--- src/verilog/board_pkg.sv ---
// board register file shared definitions
// page-0 register map, version words, axis count and watchdog constants
package board_pkg;

    //--------------------
    // page-0 register map
    //--------------------
    typedef enum logic [3:0] {
        reg_status     = 4'd0,   // enables, faults, relay, power, board id
        reg_phyctrl    = 4'd1,   // phy request word
        reg_phydata    = 4'd2,   // phy register contents
        reg_timeout    = 4'd3,   // watchdog period
        reg_version    = 4'd4,   // hard-wired board version
        reg_tempsns    = 4'd5,   // temperature sensors
        reg_digiout    = 4'd6,   // digital outputs
        reg_fw_version = 4'd7,   // firmware version
        reg_promstat   = 4'd8,   // prom interface status
        reg_promres    = 4'd9,   // prom result word
        reg_digin      = 4'd10,  // home, limits, dout, v_fault
        reg_safety     = 4'd11,  // safety amp disable
        reg_cur1       = 4'd12,  // debug slot, reads zero
        reg_dac1       = 4'd13,  // debug slot, reads zero
        reg_wdog       = 4'd14,  // watchdog flag per axis
        reg_ampdis     = 4'd15   // effective amp disable
    } board_reg_e;

    //--------------------
    // board constants
    //--------------------

    // fixed by the amplifier board
    localparam int num_axes = 4;

    // "QLA1" in ascii
    localparam logic [31:0] board_version = 32'h514C_4131;

    localparam logic [31:0] fw_version = 32'h0000_0001;

    //--------------------
    // watchdog
    //--------------------

    // one tick per 2**8 sysclk cycles
    localparam int wdog_div_width = 8;

    // max period out of reset, host shortens or zeroes it
    localparam logic [15:0] wdog_period_reset = 16'hFFFF;

endpackage

--- src/verilog/board_ifs.sv ---
// board register file internal buses
// reg_access_if carries one decoded host access
// ctrl_state_if carries the control state out of the write stage

interface reg_access_if;
    logic                    wr;     // one-cycle write pulse, page 0 only
    logic                    rd;     // page-0 read selected
    board_pkg::board_reg_e   sel;    // register within page 0
    logic [31:0]             wdata;  // registered write data

    modport decode (output wr, output rd, output sel, output wdata);
    modport exec   (input wr, input sel, input wdata);
    modport result (input wr, input rd, input sel);
    modport kick   (input wr);       // watchdog only cares about writes
endinterface

interface ctrl_state_if;
    logic [board_pkg::num_axes-1:0] reg_disable;  // host disable bits
    logic [board_pkg::num_axes-1:0] amp_disable;  // host or safety
    logic                           relay_on;     // safety relay drive
    logic                           pwr_enable;   // motor power
    logic [3:0]                     dout;         // digital outputs
    logic [15:0]                    phy_ctrl;
    logic [15:0]                    phy_data;
    logic [15:0]                    wdog_period;  // in watchdog ticks

    modport owner (
        output reg_disable, output amp_disable, output relay_on,
        output pwr_enable, output dout, output phy_ctrl,
        output phy_data, output wdog_period
    );

    modport view (
        input reg_disable, input amp_disable, input relay_on,
        input pwr_enable, input dout, input phy_ctrl,
        input phy_data, input wdog_period
    );
endinterface

--- src/verilog/reg_decode.sv ---
// host access decode
// first pipeline stage, registers address, data and strobe
// then qualifies by page 0 and selects the board register
module reg_decode (
    input  logic        sysclk,
    input  logic        reset,      // sync, active low
    input  logic [7:0]  reg_addr,
    input  logic [31:0] reg_wdata,
    input  logic        wr_en,
    reg_access_if.decode acc
);

    logic [7:0]  addr_q;   // level address, sampled each cycle
    logic [31:0] wdata_q;  // registered write payload
    logic        wr_q;     // raw strobe before page check
    logic        page0;

    //--------------------
    // input register
    //--------------------
    always_ff @(posedge sysclk) begin
        if (!reset) begin
            addr_q <= 8'd0;
            wr_q   <= 1'b0;
        end else begin
            addr_q <= reg_addr;
            wr_q   <= wr_en;
        end
    end

    always_ff @(posedge sysclk) begin
        wdata_q <= reg_wdata;
    end

    //--------------------
    // page and register select
    //--------------------

    // board registers live in page 0 only
    assign page0 = (addr_q[7:4] == 4'd0);

    assign acc.wr    = wr_q & page0;    // other pages dropped here
    assign acc.rd    = ~wr_q & page0;   // reads need no strobe
    assign acc.sel   = board_pkg::board_reg_e'(addr_q[3:0]);
    assign acc.wdata = wdata_q;

endmodule

--- src/verilog/board_ctrl_regs.sv ---
// board control registers
// applies decoded writes to axis disables, relay, power, digital outputs,
// phy words and watchdog period; timeout forces every axis disabled
module board_ctrl_regs (
    input  logic                           sysclk,
    input  logic                           reset,   // sync, active low
    reg_access_if.exec                     acc,
    input  logic                           timeout, // from watchdog
    input  logic [board_pkg::num_axes-1:0] safety_amp_disable,
    ctrl_state_if.owner                    st
);

    logic [board_pkg::num_axes-1:0] reg_disable;  // 1 -> axis off
    logic                           relay_on;
    logic                           pwr_enable;
    logic [3:0]                     dout;
    logic [15:0]                    phy_ctrl;
    logic [15:0]                    phy_data;
    logic [15:0]                    wdog_period;

    //--------------------
    // write execution
    //--------------------
    always_ff @(posedge sysclk) begin
        if (!reset) begin
            reg_disable <= '1;                        // every axis starts off
            relay_on    <= 1'b0;
            pwr_enable  <= 1'b0;                      // power off at start
            dout        <= 4'd0;
            phy_ctrl    <= 16'd0;
            phy_data    <= 16'd0;
            wdog_period <= board_pkg::wdog_period_reset;
        end else begin
            if (acc.wr) begin
                case (acc.sel)
                    board_pkg::reg_status: begin
                        // mask 11:8 lets enable 3:0 through, stored inverted
                        for (int i = 0; i < board_pkg::num_axes; i++) begin
                            if (acc.wdata[8 + i]) begin
                                reg_disable[i] <= ~acc.wdata[i];
                            end
                        end
                        if (acc.wdata[17]) begin
                            relay_on <= acc.wdata[16];    // relay pair
                        end
                        if (acc.wdata[19]) begin
                            pwr_enable <= acc.wdata[18];  // power pair
                        end
                    end
                    board_pkg::reg_digiout: begin
                        // same mask layout as the enables, not inverted
                        for (int i = 0; i < 4; i++) begin
                            if (acc.wdata[8 + i]) begin
                                dout[i] <= acc.wdata[i];
                            end
                        end
                    end
                    board_pkg::reg_phyctrl: phy_ctrl    <= acc.wdata[15:0];
                    board_pkg::reg_phydata: phy_data    <= acc.wdata[15:0];
                    board_pkg::reg_timeout: wdog_period <= acc.wdata[15:0];
                    default: ;  // read-only or unused slots
                endcase
            end

            // watchdog wins over any enable in the same cycle
            if (timeout) begin
                reg_disable <= '1;
            end
        end
    end

    //--------------------
    // state out
    //--------------------
    assign st.reg_disable = reg_disable;
    assign st.amp_disable = reg_disable | safety_amp_disable;  // either source kills axis
    assign st.relay_on    = relay_on;
    assign st.pwr_enable  = pwr_enable;
    assign st.dout        = dout;
    assign st.phy_ctrl    = phy_ctrl;
    assign st.phy_data    = phy_data;
    assign st.wdog_period = wdog_period;

endmodule

--- src/verilog/board_watchdog.sv ---
// board watchdog
// prescaled tick counter, raises timeout when no page-0 write
// arrives within wdog_period ticks; any such write restarts it
module board_watchdog (
    input  logic        sysclk,
    input  logic        reset,    // sync, active low
    reg_access_if.kick  acc,
    ctrl_state_if.view  st,
    output logic        timeout   // sticky until next write
);

    logic [board_pkg::wdog_div_width-1:0] div_cnt;  // free-running prescaler
    logic                                 tick;
    logic [15:0]                          count;    // ticks since last write

    //--------------------
    // prescaler
    //--------------------
    always_ff @(posedge sysclk) begin
        if (!reset) begin
            div_cnt <= '0;
        end else begin
            div_cnt <= div_cnt + 1'b1;
        end
    end

    // one sysclk wide, once per wrap
    assign tick = &div_cnt;

    //--------------------
    // period counter
    //--------------------
    always_ff @(posedge sysclk) begin
        if (!reset || acc.wr) begin
            count   <= 16'd0;     // host activity restarts the window
            timeout <= 1'b0;
        end else if (tick && (st.wdog_period != 16'd0)) begin
            if (count < st.wdog_period) begin
                count <= count + 1'b1;
            end else begin
                timeout <= 1'b1;  // held until a write
            end
        end
        // zero period leaves count and flag idle
    end

endmodule

--- src/verilog/status_readback.sv ---
// status readback
// result stage, packs the selected board register into a read word
// and registers it; holds on write cycles, zero otherwise
module status_readback (
    input  logic                           sysclk,
    input  logic                           reset,      // sync, active low
    reg_access_if.result                   acc,
    ctrl_state_if.view                     st,
    input  logic                           timeout,
    input  logic [3:0]                     board_id,   // rotary switch
    input  logic [board_pkg::num_axes-1:0] fault,      // 1 -> amp ok
    input  logic                           relay,      // relay feedback
    input  logic                           mv_good,    // motor voltage good
    input  logic                           v_fault,
    input  logic [board_pkg::num_axes-1:0] neg_limit,
    input  logic [board_pkg::num_axes-1:0] pos_limit,
    input  logic [board_pkg::num_axes-1:0] home,
    input  logic [15:0]                    temp_sense,
    input  logic [31:0]                    prom_status,
    input  logic [31:0]                    prom_result,
    input  logic [board_pkg::num_axes-1:0] safety_amp_disable,
    output logic [31:0]                    reg_rdata
);

    logic [31:0] rd_word;  // unregistered read mux

    //--------------------
    // read mux
    //--------------------
    always_comb begin
        case (acc.sel)
            board_pkg::reg_status: rd_word = {
                4'(board_pkg::num_axes), board_id,         // byte 3
                timeout, 3'd0,                             // byte 2 high
                mv_good, st.pwr_enable, ~relay, st.relay_on,
                4'd0, fault,                               // byte 1
                4'd0, ~st.reg_disable                      // byte 0, 1 -> enabled
            };
            board_pkg::reg_phyctrl:    rd_word = {16'd0, st.phy_ctrl};
            board_pkg::reg_phydata:    rd_word = {16'd0, st.phy_data};
            board_pkg::reg_timeout:    rd_word = {16'd0, st.wdog_period};
            board_pkg::reg_version:    rd_word = board_pkg::board_version;
            board_pkg::reg_tempsns:    rd_word = {16'd0, temp_sense};
            board_pkg::reg_digiout:    rd_word = {28'd0, st.dout};
            board_pkg::reg_fw_version: rd_word = board_pkg::fw_version;
            board_pkg::reg_promstat:   rd_word = prom_status;
            board_pkg::reg_promres:    rd_word = prom_result;
            board_pkg::reg_digin: rd_word = {
                15'd0, v_fault, st.dout, neg_limit, pos_limit, home
            };
            board_pkg::reg_safety:     rd_word = {28'd0, safety_amp_disable};
            board_pkg::reg_wdog:       rd_word = {28'd0, {4{timeout}}};
            board_pkg::reg_ampdis:     rd_word = {28'd0, st.amp_disable};
            default:                   rd_word = 32'd0;  // cur1, dac1 dropped
        endcase
    end

    //--------------------
    // result register
    //--------------------
    always_ff @(posedge sysclk) begin
        if (!reset) begin
            reg_rdata <= 32'd0;
        end else if (acc.rd) begin
            reg_rdata <= rd_word;
        end else if (!acc.wr) begin
            reg_rdata <= 32'd0;  // other pages read zero
        end
        // write cycles keep the last read word
    end

endmodule

--- src/verilog/board_regs_top.sv ---
// board register file top
// host register access, control outputs and watchdog for the
// four-axis amplifier board
module board_regs_top (
    input  logic        sysclk,
    input  logic        reset,               // sync, active low

    // host side
    input  logic [7:0]  reg_addr,
    input  logic [31:0] reg_wdata,
    input  logic        wr_en,
    output logic [31:0] reg_rdata,

    // board inputs
    input  logic [3:0]  board_id,
    input  logic [3:0]  fault,
    input  logic        relay,
    input  logic        mv_good,
    input  logic        v_fault,
    input  logic [3:0]  neg_limit,
    input  logic [3:0]  pos_limit,
    input  logic [3:0]  home,
    input  logic [15:0] temp_sense,
    input  logic [31:0] prom_status,         // from external prom controller
    input  logic [31:0] prom_result,
    input  logic [3:0]  safety_amp_disable,

    // board outputs
    output logic [3:0]  amp_disable,
    output logic [3:0]  dout,
    output logic        pwr_enable,
    output logic        relay_on
);

    reg_access_if acc ();   // decoded host access
    ctrl_state_if st ();    // control register state
    logic timeout;          // watchdog flag

    reg_decode u_decode (
        .sysclk, .reset, .reg_addr, .reg_wdata, .wr_en,
        .acc (acc.decode)
    );

    board_ctrl_regs u_ctrl (
        .sysclk, .reset, .acc (acc.exec), .timeout, .safety_amp_disable,
        .st (st.owner)
    );

    board_watchdog u_wdog (
        .sysclk, .reset, .acc (acc.kick), .st (st.view), .timeout
    );

    status_readback u_readback (
        .sysclk, .reset, .acc (acc.result), .st (st.view), .timeout,
        .board_id, .fault, .relay, .mv_good, .v_fault, .neg_limit,
        .pos_limit, .home, .temp_sense, .prom_status, .prom_result,
        .safety_amp_disable, .reg_rdata
    );

    assign amp_disable = st.amp_disable;
    assign dout        = st.dout;
    assign pwr_enable  = st.pwr_enable;
    assign relay_on    = st.relay_on;

endmodule

--- config.mk ---
export PLATFORM = sky130hd
export DESIGN_NAME = board_regs_top
export DESIGN_NICKNAME = d
export VERILOG_FILES = /design/src/verilog/board_pkg.sv /design/src/verilog/board_ifs.sv /design/src/verilog/reg_decode.sv /design/src/verilog/board_ctrl_regs.sv /design/src/verilog/board_watchdog.sv /design/src/verilog/status_readback.sv /design/src/verilog/board_regs_top.sv
export SDC_FILE = /design/constraint.sdc
export NUM_CORES = 1
export LEC_CHECK = 0
export BUFFER_PORTS_ARGS = -buffer_cell sky130_fd_sc_hd__clkbuf_2
export CORE_MARGIN = 8
export CORE_UTILIZATION = 45
export DETAILED_ROUTE_END_ITERATION = 16
export HOLD_SLACK_MARGIN = 0.15
export PLACE_DENSITY = 0.69
export SLEW_MARGIN = 40
export SYNTH_ARGS = -nofsm -noshare
export SYNTH_HDL_FRONTEND = slang
export SYNTH_HIERARCHICAL = 1
export SYNTH_SLANG_ARGS = --single-unit
--- constraint.sdc ---
create_clock -name sysclk -period 3.2 [get_ports sysclk]
set_clock_uncertainty 0.2 [all_clocks]
set_input_delay 0.48 -clock sysclk [delete_from_list [all_inputs] [get_ports sysclk]]
set_output_delay 0.48 -clock sysclk [all_outputs]
set_load 0.01 [all_outputs]
# Word level (Yosys, flattened, before mapping)
# Cells that the tools add are included.
# totals
regBits,144
in_bits,150
out_inout_bits,42
# classes
add_sub_neg,2
n_lt_le_gt_ge,1
eq_ne,14
n_mux,3
bitwise,12
n_reduce_logical,23
# ops
cell,n
$pmux 32 s14,1
$mux 32,2
$reduce_and 3->1,10
$eq 4x4->1 const B,6
$add 16x1->16 const B,1
$eq 4x3->1 const B,4
$lt 16x16->1,1
$reduce_bool 16->1,1
$reduce_and 2->1,5
$add 8x1->8 const B,1
$eq 4x2->1 const B,2
$logic_not 4->1,2
$not 1->1,8
$reduce_and 8->1,1
$eq 4x1->1 const B,1
$not 4->4,1
$or 4x4->4,1
$and 1x1->1,2
$ne 2x2->1 const B,1
$reduce_or 2->1,1
$logic_and 1x1->1,1
$logic_not 1->1,1
$logic_or 1x1->1,1

# Logic depth before layout (Yosys ltp)
# Gate-level depths: netlist (run 1).
# depth
depth_word,4
ltp_mapped,10
depth_no_buf,9

# Cells and area by module
# Netlist (run 1), hierarchy kept.
# by_module_without_submodules
module,n_inst,cells_per_inst,area_per_inst_um2,seq_area_each_um2
status_readback,1,342,2642.5,640.6
board_ctrl_regs,1,251,2452.4,1161.1
board_watchdog,1,190,1656.6,500.5
reg_decode,1,57,927.1,820.8

# Worst setup path before layout (run 1)
# OpenSTA, ideal clock, no wires.
# synth_timing
kind,register to register
startpoint,"register u_ctrl.wdog_period[2], in the netlist u_ctrl/st.wdog_period[2]"
endpoint,register u_wdog.count[8]
setup_time_ns,0.128
arrival_ns,1.959
required_ns,2.872
setup_slack_ns,0.914
path_stages_with_launch,11
n_path_buf,1
cell_sequence,dfxtp_1 -> inv_1 -> ha_1 -> a211oi_2 -> o21ai_1 -> a41oi_2 -> o41ai_4 -> buf_6 -> nor4_2 -> xnor2_1 -> nor2_1
# synth_between
elab_chain_len,3
word_cells_on_any_way,4
# synth_rtl
element,line,source
start: declaration,board_ctrl_regs.sv:19,logic [15:0] wdog_period;
start signal: assignment,board_ctrl_regs.sv:32,wdog_period <= board_pkg::wdog_period_reset;
start signal: assignment,board_ctrl_regs.sv:60,board_pkg::reg_timeout: wdog_period <= acc.wdata[15:0];
"parallel branches: the longest is 2 deep, another holds $lt 16x16->1",--,
$reduce_and 2->1 (no source line) *,--,
end signal: assignment,board_watchdog.sv:39,count <= count + 1'b1;
end: declaration,board_watchdog.sv:14,logic [15:0] count;
# Mark *: on every way between the ends.
# A chain may end at the register's enable or synchronous reset.

# Worst setup path after layout (run 1)
# layout_timing
startpoint,"register u_ctrl.wdog_period[6], in the netlist u_ctrl/st.wdog_period[6]"
endpoint,register u_wdog.count[5]
# The elaborated chain is that of the path after synthesis.

==> results.cfg, run 1 <==
[outcome]
outcome = completed

[final_layout]
final_layout_size_suffix_gt1_share_pct = 27.4
diodes = 0
nNetsFinal = 1192
stdcell_area_um2 = 9380
fin_cells = 1258
final_cell_mix = clkbuf_2, dfxtp_1, nand2_1
final_common_cell = clkbuf_2
syn_to_final_growth_pct = 26.0
finalCoreUtilization_pct = 57.3

[drt]
routedWlPerCell_um = 20.2
first_pass_iters = 8
viasPerCell = 5.64
drt_iter0_drc = 690
remaining_drc_errors = 0
wirelength_um = 25400
vias = 7093
drtAntennaViolNets = 0

[worst_setup_path]
critPathRequiredTime_ns = 3.29
ff2ff_path_depth = 10
crit_family = compound AO/OA/AOI/OAI gates
path_max_fanout = 10
max_stage_delay_ns = 0.77
path_class = flop to flop
timing.rr.start = u_ctrl/st.wdog_period[6]$_SDFFE_PN1P_
critPathSlowestCell = o41ai_4
worstSetupEndpointType = flop
cp_cell_sequence = inv_1, ha_1, nand2_1, o21ai_0, a41oi_2, o41ai_4, buf_4, nor4_2, xnor2_1, nor2_1
critPathLaunchType = flop
arrival_ns = 2.90
critPathBufInv = 2
regToRegEndpoint = u_wdog/count[5]$_SDFFE_PP0P_
r2r_setup_slack_ns = 0.39

[global_routing]
grt_max_degree = 63
gr-total-overflow = 0
grt_pass1_vias = 6801
grt_pass1_wl_um = 38000
antenna_found_initial = 0
track_usage_pct = 24.0

[worst_hold_path]
hold_depth = 4
hp-class = input port to flop
hold_path_end = u_readback/reg_rdata[24]$_SDFFE_PN0P_
min_from = prom_result[24]

[place]
placedInstanceArea_um2 = 8490
io_buffers = 179
dp.cells = 1194
dp_slack_ns = 0.420
gp_congestion = 0.936
dp_hpwl_um = 18900

[sta]
min_period_ns = 2.81
setup_viol = 0
rsz0062_at_grt = false
layout_setup_ws_ns = 0.390
relSlewSlack_pct = 48.2
final_hold_viol_count = 0
drv_slew = 0
fin_setup_tns_ns = 0
max_freq_mhz = 356
tightest_slew_ns = 0.776
fin_crit_sh_pct = 87.8
whs_ns = 0.177

[clock_tree]
root_buffer = clkbuf_16
cts_sinks = 144
post_cts_resized = 0
cts_max_path_buffers = 2
tritoncts = built
htree_num_levels = 4
cts_setup_buffers = 0
hold_buffers = 32
clk_pin_slew_worst_paths_ns = 0.06
cts_made_buffers = 17
clk_latency_ns = 0.43

[yosys]
syn_nets = 995
syn_area_um2 = 7440
postSynthAreaPerCell_um2 = 8.98
synthCells = 828
yosysWarningCount = 6

[flow_run]
cap_violations = 0

[die]
start_util_pct = 45.5
rows = 47
core-area_um2 = 16300
die_y_um = 145
io_pins = 192
die_w_um = 145
die_area_um2 = 20900

[power_and_ir_drop]
power_mw = 4.22
leakage_nw = 4.07
powerDensity_nw_per_um2 = 450
vdd_drop_max_uv = 416
-- metal layers --
layer  wire, um  global-route usage, %  up-vias
li1           -                      -     3368
met1      10800                   30.4     3326
met2      11600                   39.2      346
met3       2340                   5.35       53
met4        655                   8.82        0
met5          0                      0        -
-- report_power, final --
part,total [mW],internal (mW),switching (mW),leakage (nW)
sequential,1.88,1.83,0.0535,1.17
clock,1.91,1.03,0.880,0.271
combinational,0.429,0.205,0.224,2.62
-- worst min-delay path, stage by stage --
cell and delay (ns):
clkbuf_2 0.08, nand2_1 0.04, a21o_1 0.10, a21oi_1 0.05
-- flip-flops by register name, summed over array words and instances (netlist names) --
register	flops
u_readback/reg_rdata	32
u_decode/acc.wdata	20
u_ctrl/st.phy_ctrl	16
u_ctrl/st.phy_data	16
u_ctrl/st.wdog_period	16
u_wdog/count	16
u_decode/addr_q	8
u_wdog/div_cnt	8
u_ctrl/st.dout	4
u_ctrl/st.reg_disable	4
u_ctrl/st.pwr_enable	1
u_ctrl/st.relay_on	1
u_decode/wr_q	1
u_wdog/timeout	1
-- how the worst max path moves through the flow --
stage          slack (ns)                           end  depth (start not counted)                                   from
2_1_floorplan        0.91  u_wdog/count[8]$_SDFFE_PP0P_                         10  u_ctrl/st.wdog_period[2]$_SDFFE_PN1P_
3_3_place_gp         0.47  u_wdog/count[3]$_SDFFE_PP0P_                         10  u_ctrl/st.wdog_period[2]$_SDFFE_PN1P_
3_5_place_dp         0.42  u_wdog/count[3]$_SDFFE_PP0P_                         10  u_ctrl/st.wdog_period[6]$_SDFFE_PN1P_
4_1_cts              0.40  u_wdog/count[3]$_SDFFE_PP0P_                         10  u_ctrl/st.wdog_period[6]$_SDFFE_PN1P_
5_1_grt              0.20  u_wdog/count[6]$_SDFFE_PP0P_                          9  u_ctrl/st.wdog_period[2]$_SDFFE_PN1P_
6_report             0.39  u_wdog/count[5]$_SDFFE_PP0P_                         10  u_ctrl/st.wdog_period[6]$_SDFFE_PN1P_
-- layout make-up --
type | count | area (um^2)
clock buffers | 17 | 425
repair buffers | 236 | 1420
inverters | 23 | 86.3
clock inverters | 15 | 136
well taps | 220 | 275
multi-input cells | 603 | 4150
flip-flops and latches | 144 | 2890
fillers | 1507 | 6970
No activity file was read; power rests on OpenSTA's default activity.
==> inputs of run 2 (changes only) <==
--- a/config.mk
+++ b/config.mk
@@ -10,9 +10,8 @@
 export CORE_UTILIZATION = 45
 export DETAILED_ROUTE_END_ITERATION = 16
 export HOLD_SLACK_MARGIN = 0.15
-export PLACE_DENSITY = 0.69
+export PLACE_DENSITY = 0.71
 export SLEW_MARGIN = 40
 export SYNTH_ARGS = -nofsm -noshare
 export SYNTH_HDL_FRONTEND = slang
-export SYNTH_HIERARCHICAL = 1
 export SYNTH_SLANG_ARGS = --single-unit
==> run 2 against run 1 <==
  * Die area is 8.5% lower
  * Setup slack better by 0.14 ns
  * Core utilization is 1.5 points higher
  * Synthesized cell count is 5.0% lower
  * First-iteration DRC count is 26% lower
  * Via count is 7.8% lower
  * Largest cell class unchanged
  * Highest routed layer unchanged
==> results.cfg, run 2 <==
[outcome]
outcome = completed

[global_routing]
grt_max_degree = 81
grt_pass1_vias = 6419
track_usage_pct = 22.5
grt_pass1_wl_um = 34700
antenna_found_initial = 0
gr-total-overflow = 0

[yosys]
syn_nets = 954
ys_seq_elements = 144
syn_area_um2 = 6730
synthCells = 787
synth.most_common_cell = dfxtp_1
netlist_top_cells_count = dfxtp_1, nand2_1, a21oi_1
yosysWarningCount = 0
synth_cell_type_count = 66
postSynthAreaPerCell_um2 = 8.55
synth_edf_count = 0
yosys-top-cells-area = dfxtp_1, nand2_1, a22oi_1, a21boi_0, a21oi_1
yosysSeqAreaShare_pct = 42.9
synth.largest_area_cell = dfxtp_1
async_flop_share_pct = 0
synth_top_area_share_pct = 42.9
synthFlopType = dfxtp_1

[final_layout]
syn_to_final_growth_pct = 27.5
stdcell_area_um2 = 8580
multiInputGateArea_um2 = 3510
nNetsFinal = 1146
largest_reg_flops = 32
diodes = 0
final_layout_size_suffix_gt1_share_pct = 24.4
fin_cells = 1175
fill_cells = 1317
final_common_cell = clkbuf_2
final_cell_mix = clkbuf_2, dfxtp_1, nand2_1
seq_area_um2 = 2880
top_register = u_readback.reg_rdata

[clock_tree]
clk_latency_ns = 0.42
root_buffer = clkbuf_16
cts_made_buffers = 17
tritoncts = built
cts_max_path_buffers = 2
cts_setup_buffers = 0
htree_num_levels = 4
clk_pin_slew_worst_paths_ns = 0.06
post_cts_resized = 0
hold_buffers = 29
cts_sinks = 144

[drt]
drtAntennaViolNets = 0
vias = 6539
viasPerCell = 5.57
drt_iter0_drc = 514
remaining_drc_errors = 0
routedWlPerCell_um = 18.9
first_pass_iters = 6
wirelength_um = 22200

[worst_setup_path]
cp_cell_sequence = inv_1, ha_1, a21oi_1, o21a_1, o22a_1, nand4_1, buf_4, or4b_1, a21oi_1
worstSetupEndpointType = flop
timing.rr.start = u_ctrl.st.wdog_period[7]$_SDFFE_PN1P_
cp-startpoint = u_ctrl.st.wdog_period[7]$_SDFFE_PN1P_
regToRegEndpoint = u_wdog.count[3]$_SDFFE_PP0P_
arrival_ns = 2.81
critPathSlowestCell = or4b_1
max_stage_delay_ns = 0.51
ff2ff_path_depth = 9
r2r_setup_slack_ns = 0.53
cp_common_cell = a21oi_1
critPathLaunchType = flop
critPathRequiredTime_ns = 3.34
path_max_fanout = 30
path_class = flop to flop
crit_end = u_wdog.count[3]$_SDFFE_PP0P_

[place]
placedInstanceArea_um2 = 7770
io_buffers = 179
dp.cells = 1115
dp_slack_ns = 0.577
dp_hpwl_um = 16700
gp_congestion = 0.915

[sta]
max_freq_mhz = 375
min_period_ns = 2.67
rsz0062_at_grt = false
setup_viol = 0
final_hold_viol_count = 0
drv_slew = 0
whs_ns = 0.206
tightest_slew_ns = 0.799
layout_setup_ws_ns = 0.531
fin_crit_sh_pct = 83.4
fin_setup_tns_ns = 0
relSlewSlack_pct = 46.7

[die]
core-area_um2 = 14600
die_area_um2 = 19100
start_util_pct = 46.1
die_w_um = 138
die_y_um = 138
io_pins = 192
rows = 44

[power_and_ir_drop]
clockPowerShare_pct = 44.1
vdd_drop_max_uv = 351
leakage_nw = 3.49
switchingPower_mw = 0.952
powerDensity_nw_per_um2 = 460
p_seq_share_pct = 47.2
switching_share_pct = 24.1
p_int_mw = 3.00
combPwrFrac_pct = 8.7

[worst_hold_path]
hp-class = input port to flop

[flow_run]
cap_violations = 0
[run 2: area by class of cell]
cell class | count | share of cell area [%]
repair buffers | 228 | 15.7
clock buffers | 21 | 5.25
well taps | 184 | 2.68
multi-input cells | 564 | 40.9
clock inverters | 10 | 0.773
inverters | 24 | 1.05
flip-flops and latches | 144 | 33.6
[run 2: power by group through the flow]
stage | registers (mW) | logic [mW] | clock network [mW]
floorplan | 1.89 | 0.158 | 0
global placement | 1.90 | 0.311 | 0
detailed placement | 1.90 | 0.314 | 0
CTS | 1.86 | 0.343 | 1.76
global route | 1.87 | 0.373 | 1.85
finish | 1.86 | 0.344 | 1.74
[run 2: per-layer routing]
metal	wire [um]	vias to the layer above	track usage, %
li1	-	3225	-
met1	9540	3044	26.7
met2	10700	239	38.1
met3	1580	31	6.37
met4	421	0	7.55
met5	0	-	0
[run 2: worst min path at each step]
stage	start	endpoint	slack, ns	cells past startpoint
6_report	prom_status[0]	u_readback.reg_rdata[0]$_SDFFE_PN0P_	0.21	3
3_3_place_gp	u_wdog.div_cnt[0]$_SDFF_PN0_	u_wdog.div_cnt[0]$_SDFF_PN0_	0.23	1
4_1_cts	prom_status[0]	u_readback.reg_rdata[0]$_SDFFE_PN0P_	0.18	3
5_1_grt	prom_status[0]	u_readback.reg_rdata[0]$_SDFFE_PN0P_	0.22	3
2_1_floorplan	u_wdog.div_cnt[0]$_SDFF_PN0_	u_wdog.div_cnt[0]$_SDFF_PN0_	0.22	1
3_5_place_dp	u_wdog.div_cnt[0]$_SDFF_PN0_	u_wdog.div_cnt[0]$_SDFF_PN0_	0.24	1
[run 2: cells by family after synthesis]
| group | share of synthesized area (%) |
|---|---|
| DFF | 42.9 |
| muxes | 1.79 |
| and+or+nand+nor | 21.8 |
| buffers and inverters | 5.04 |
| adders and majority gates | 3.16 |
| xor gates and xnor gates | 0.651 |
| AOI/OAI and AO/OA | 24.7 |
[run 2: metrics by stage]
stage | utilization [%] | power [mW]
after floorplan | - | 2.05
after global placement | 53.3 | 2.21
after detailed placement | 53.3 | 2.22
after CTS | 58.8 | 3.96
after global routing | 58.8 | 4.09
final | 58.8 | 3.95
[run 2: worst max-delay path, delay by kind of cell, from the launching register on]
family	cells	cell delay, ns
and+or+nand+nor	2	0.61
buffers and inverters	2	0.38
adders and majority gates	1	0.33
AOI/OAI and AO/OA	4	0.58
DFF	1	0.47
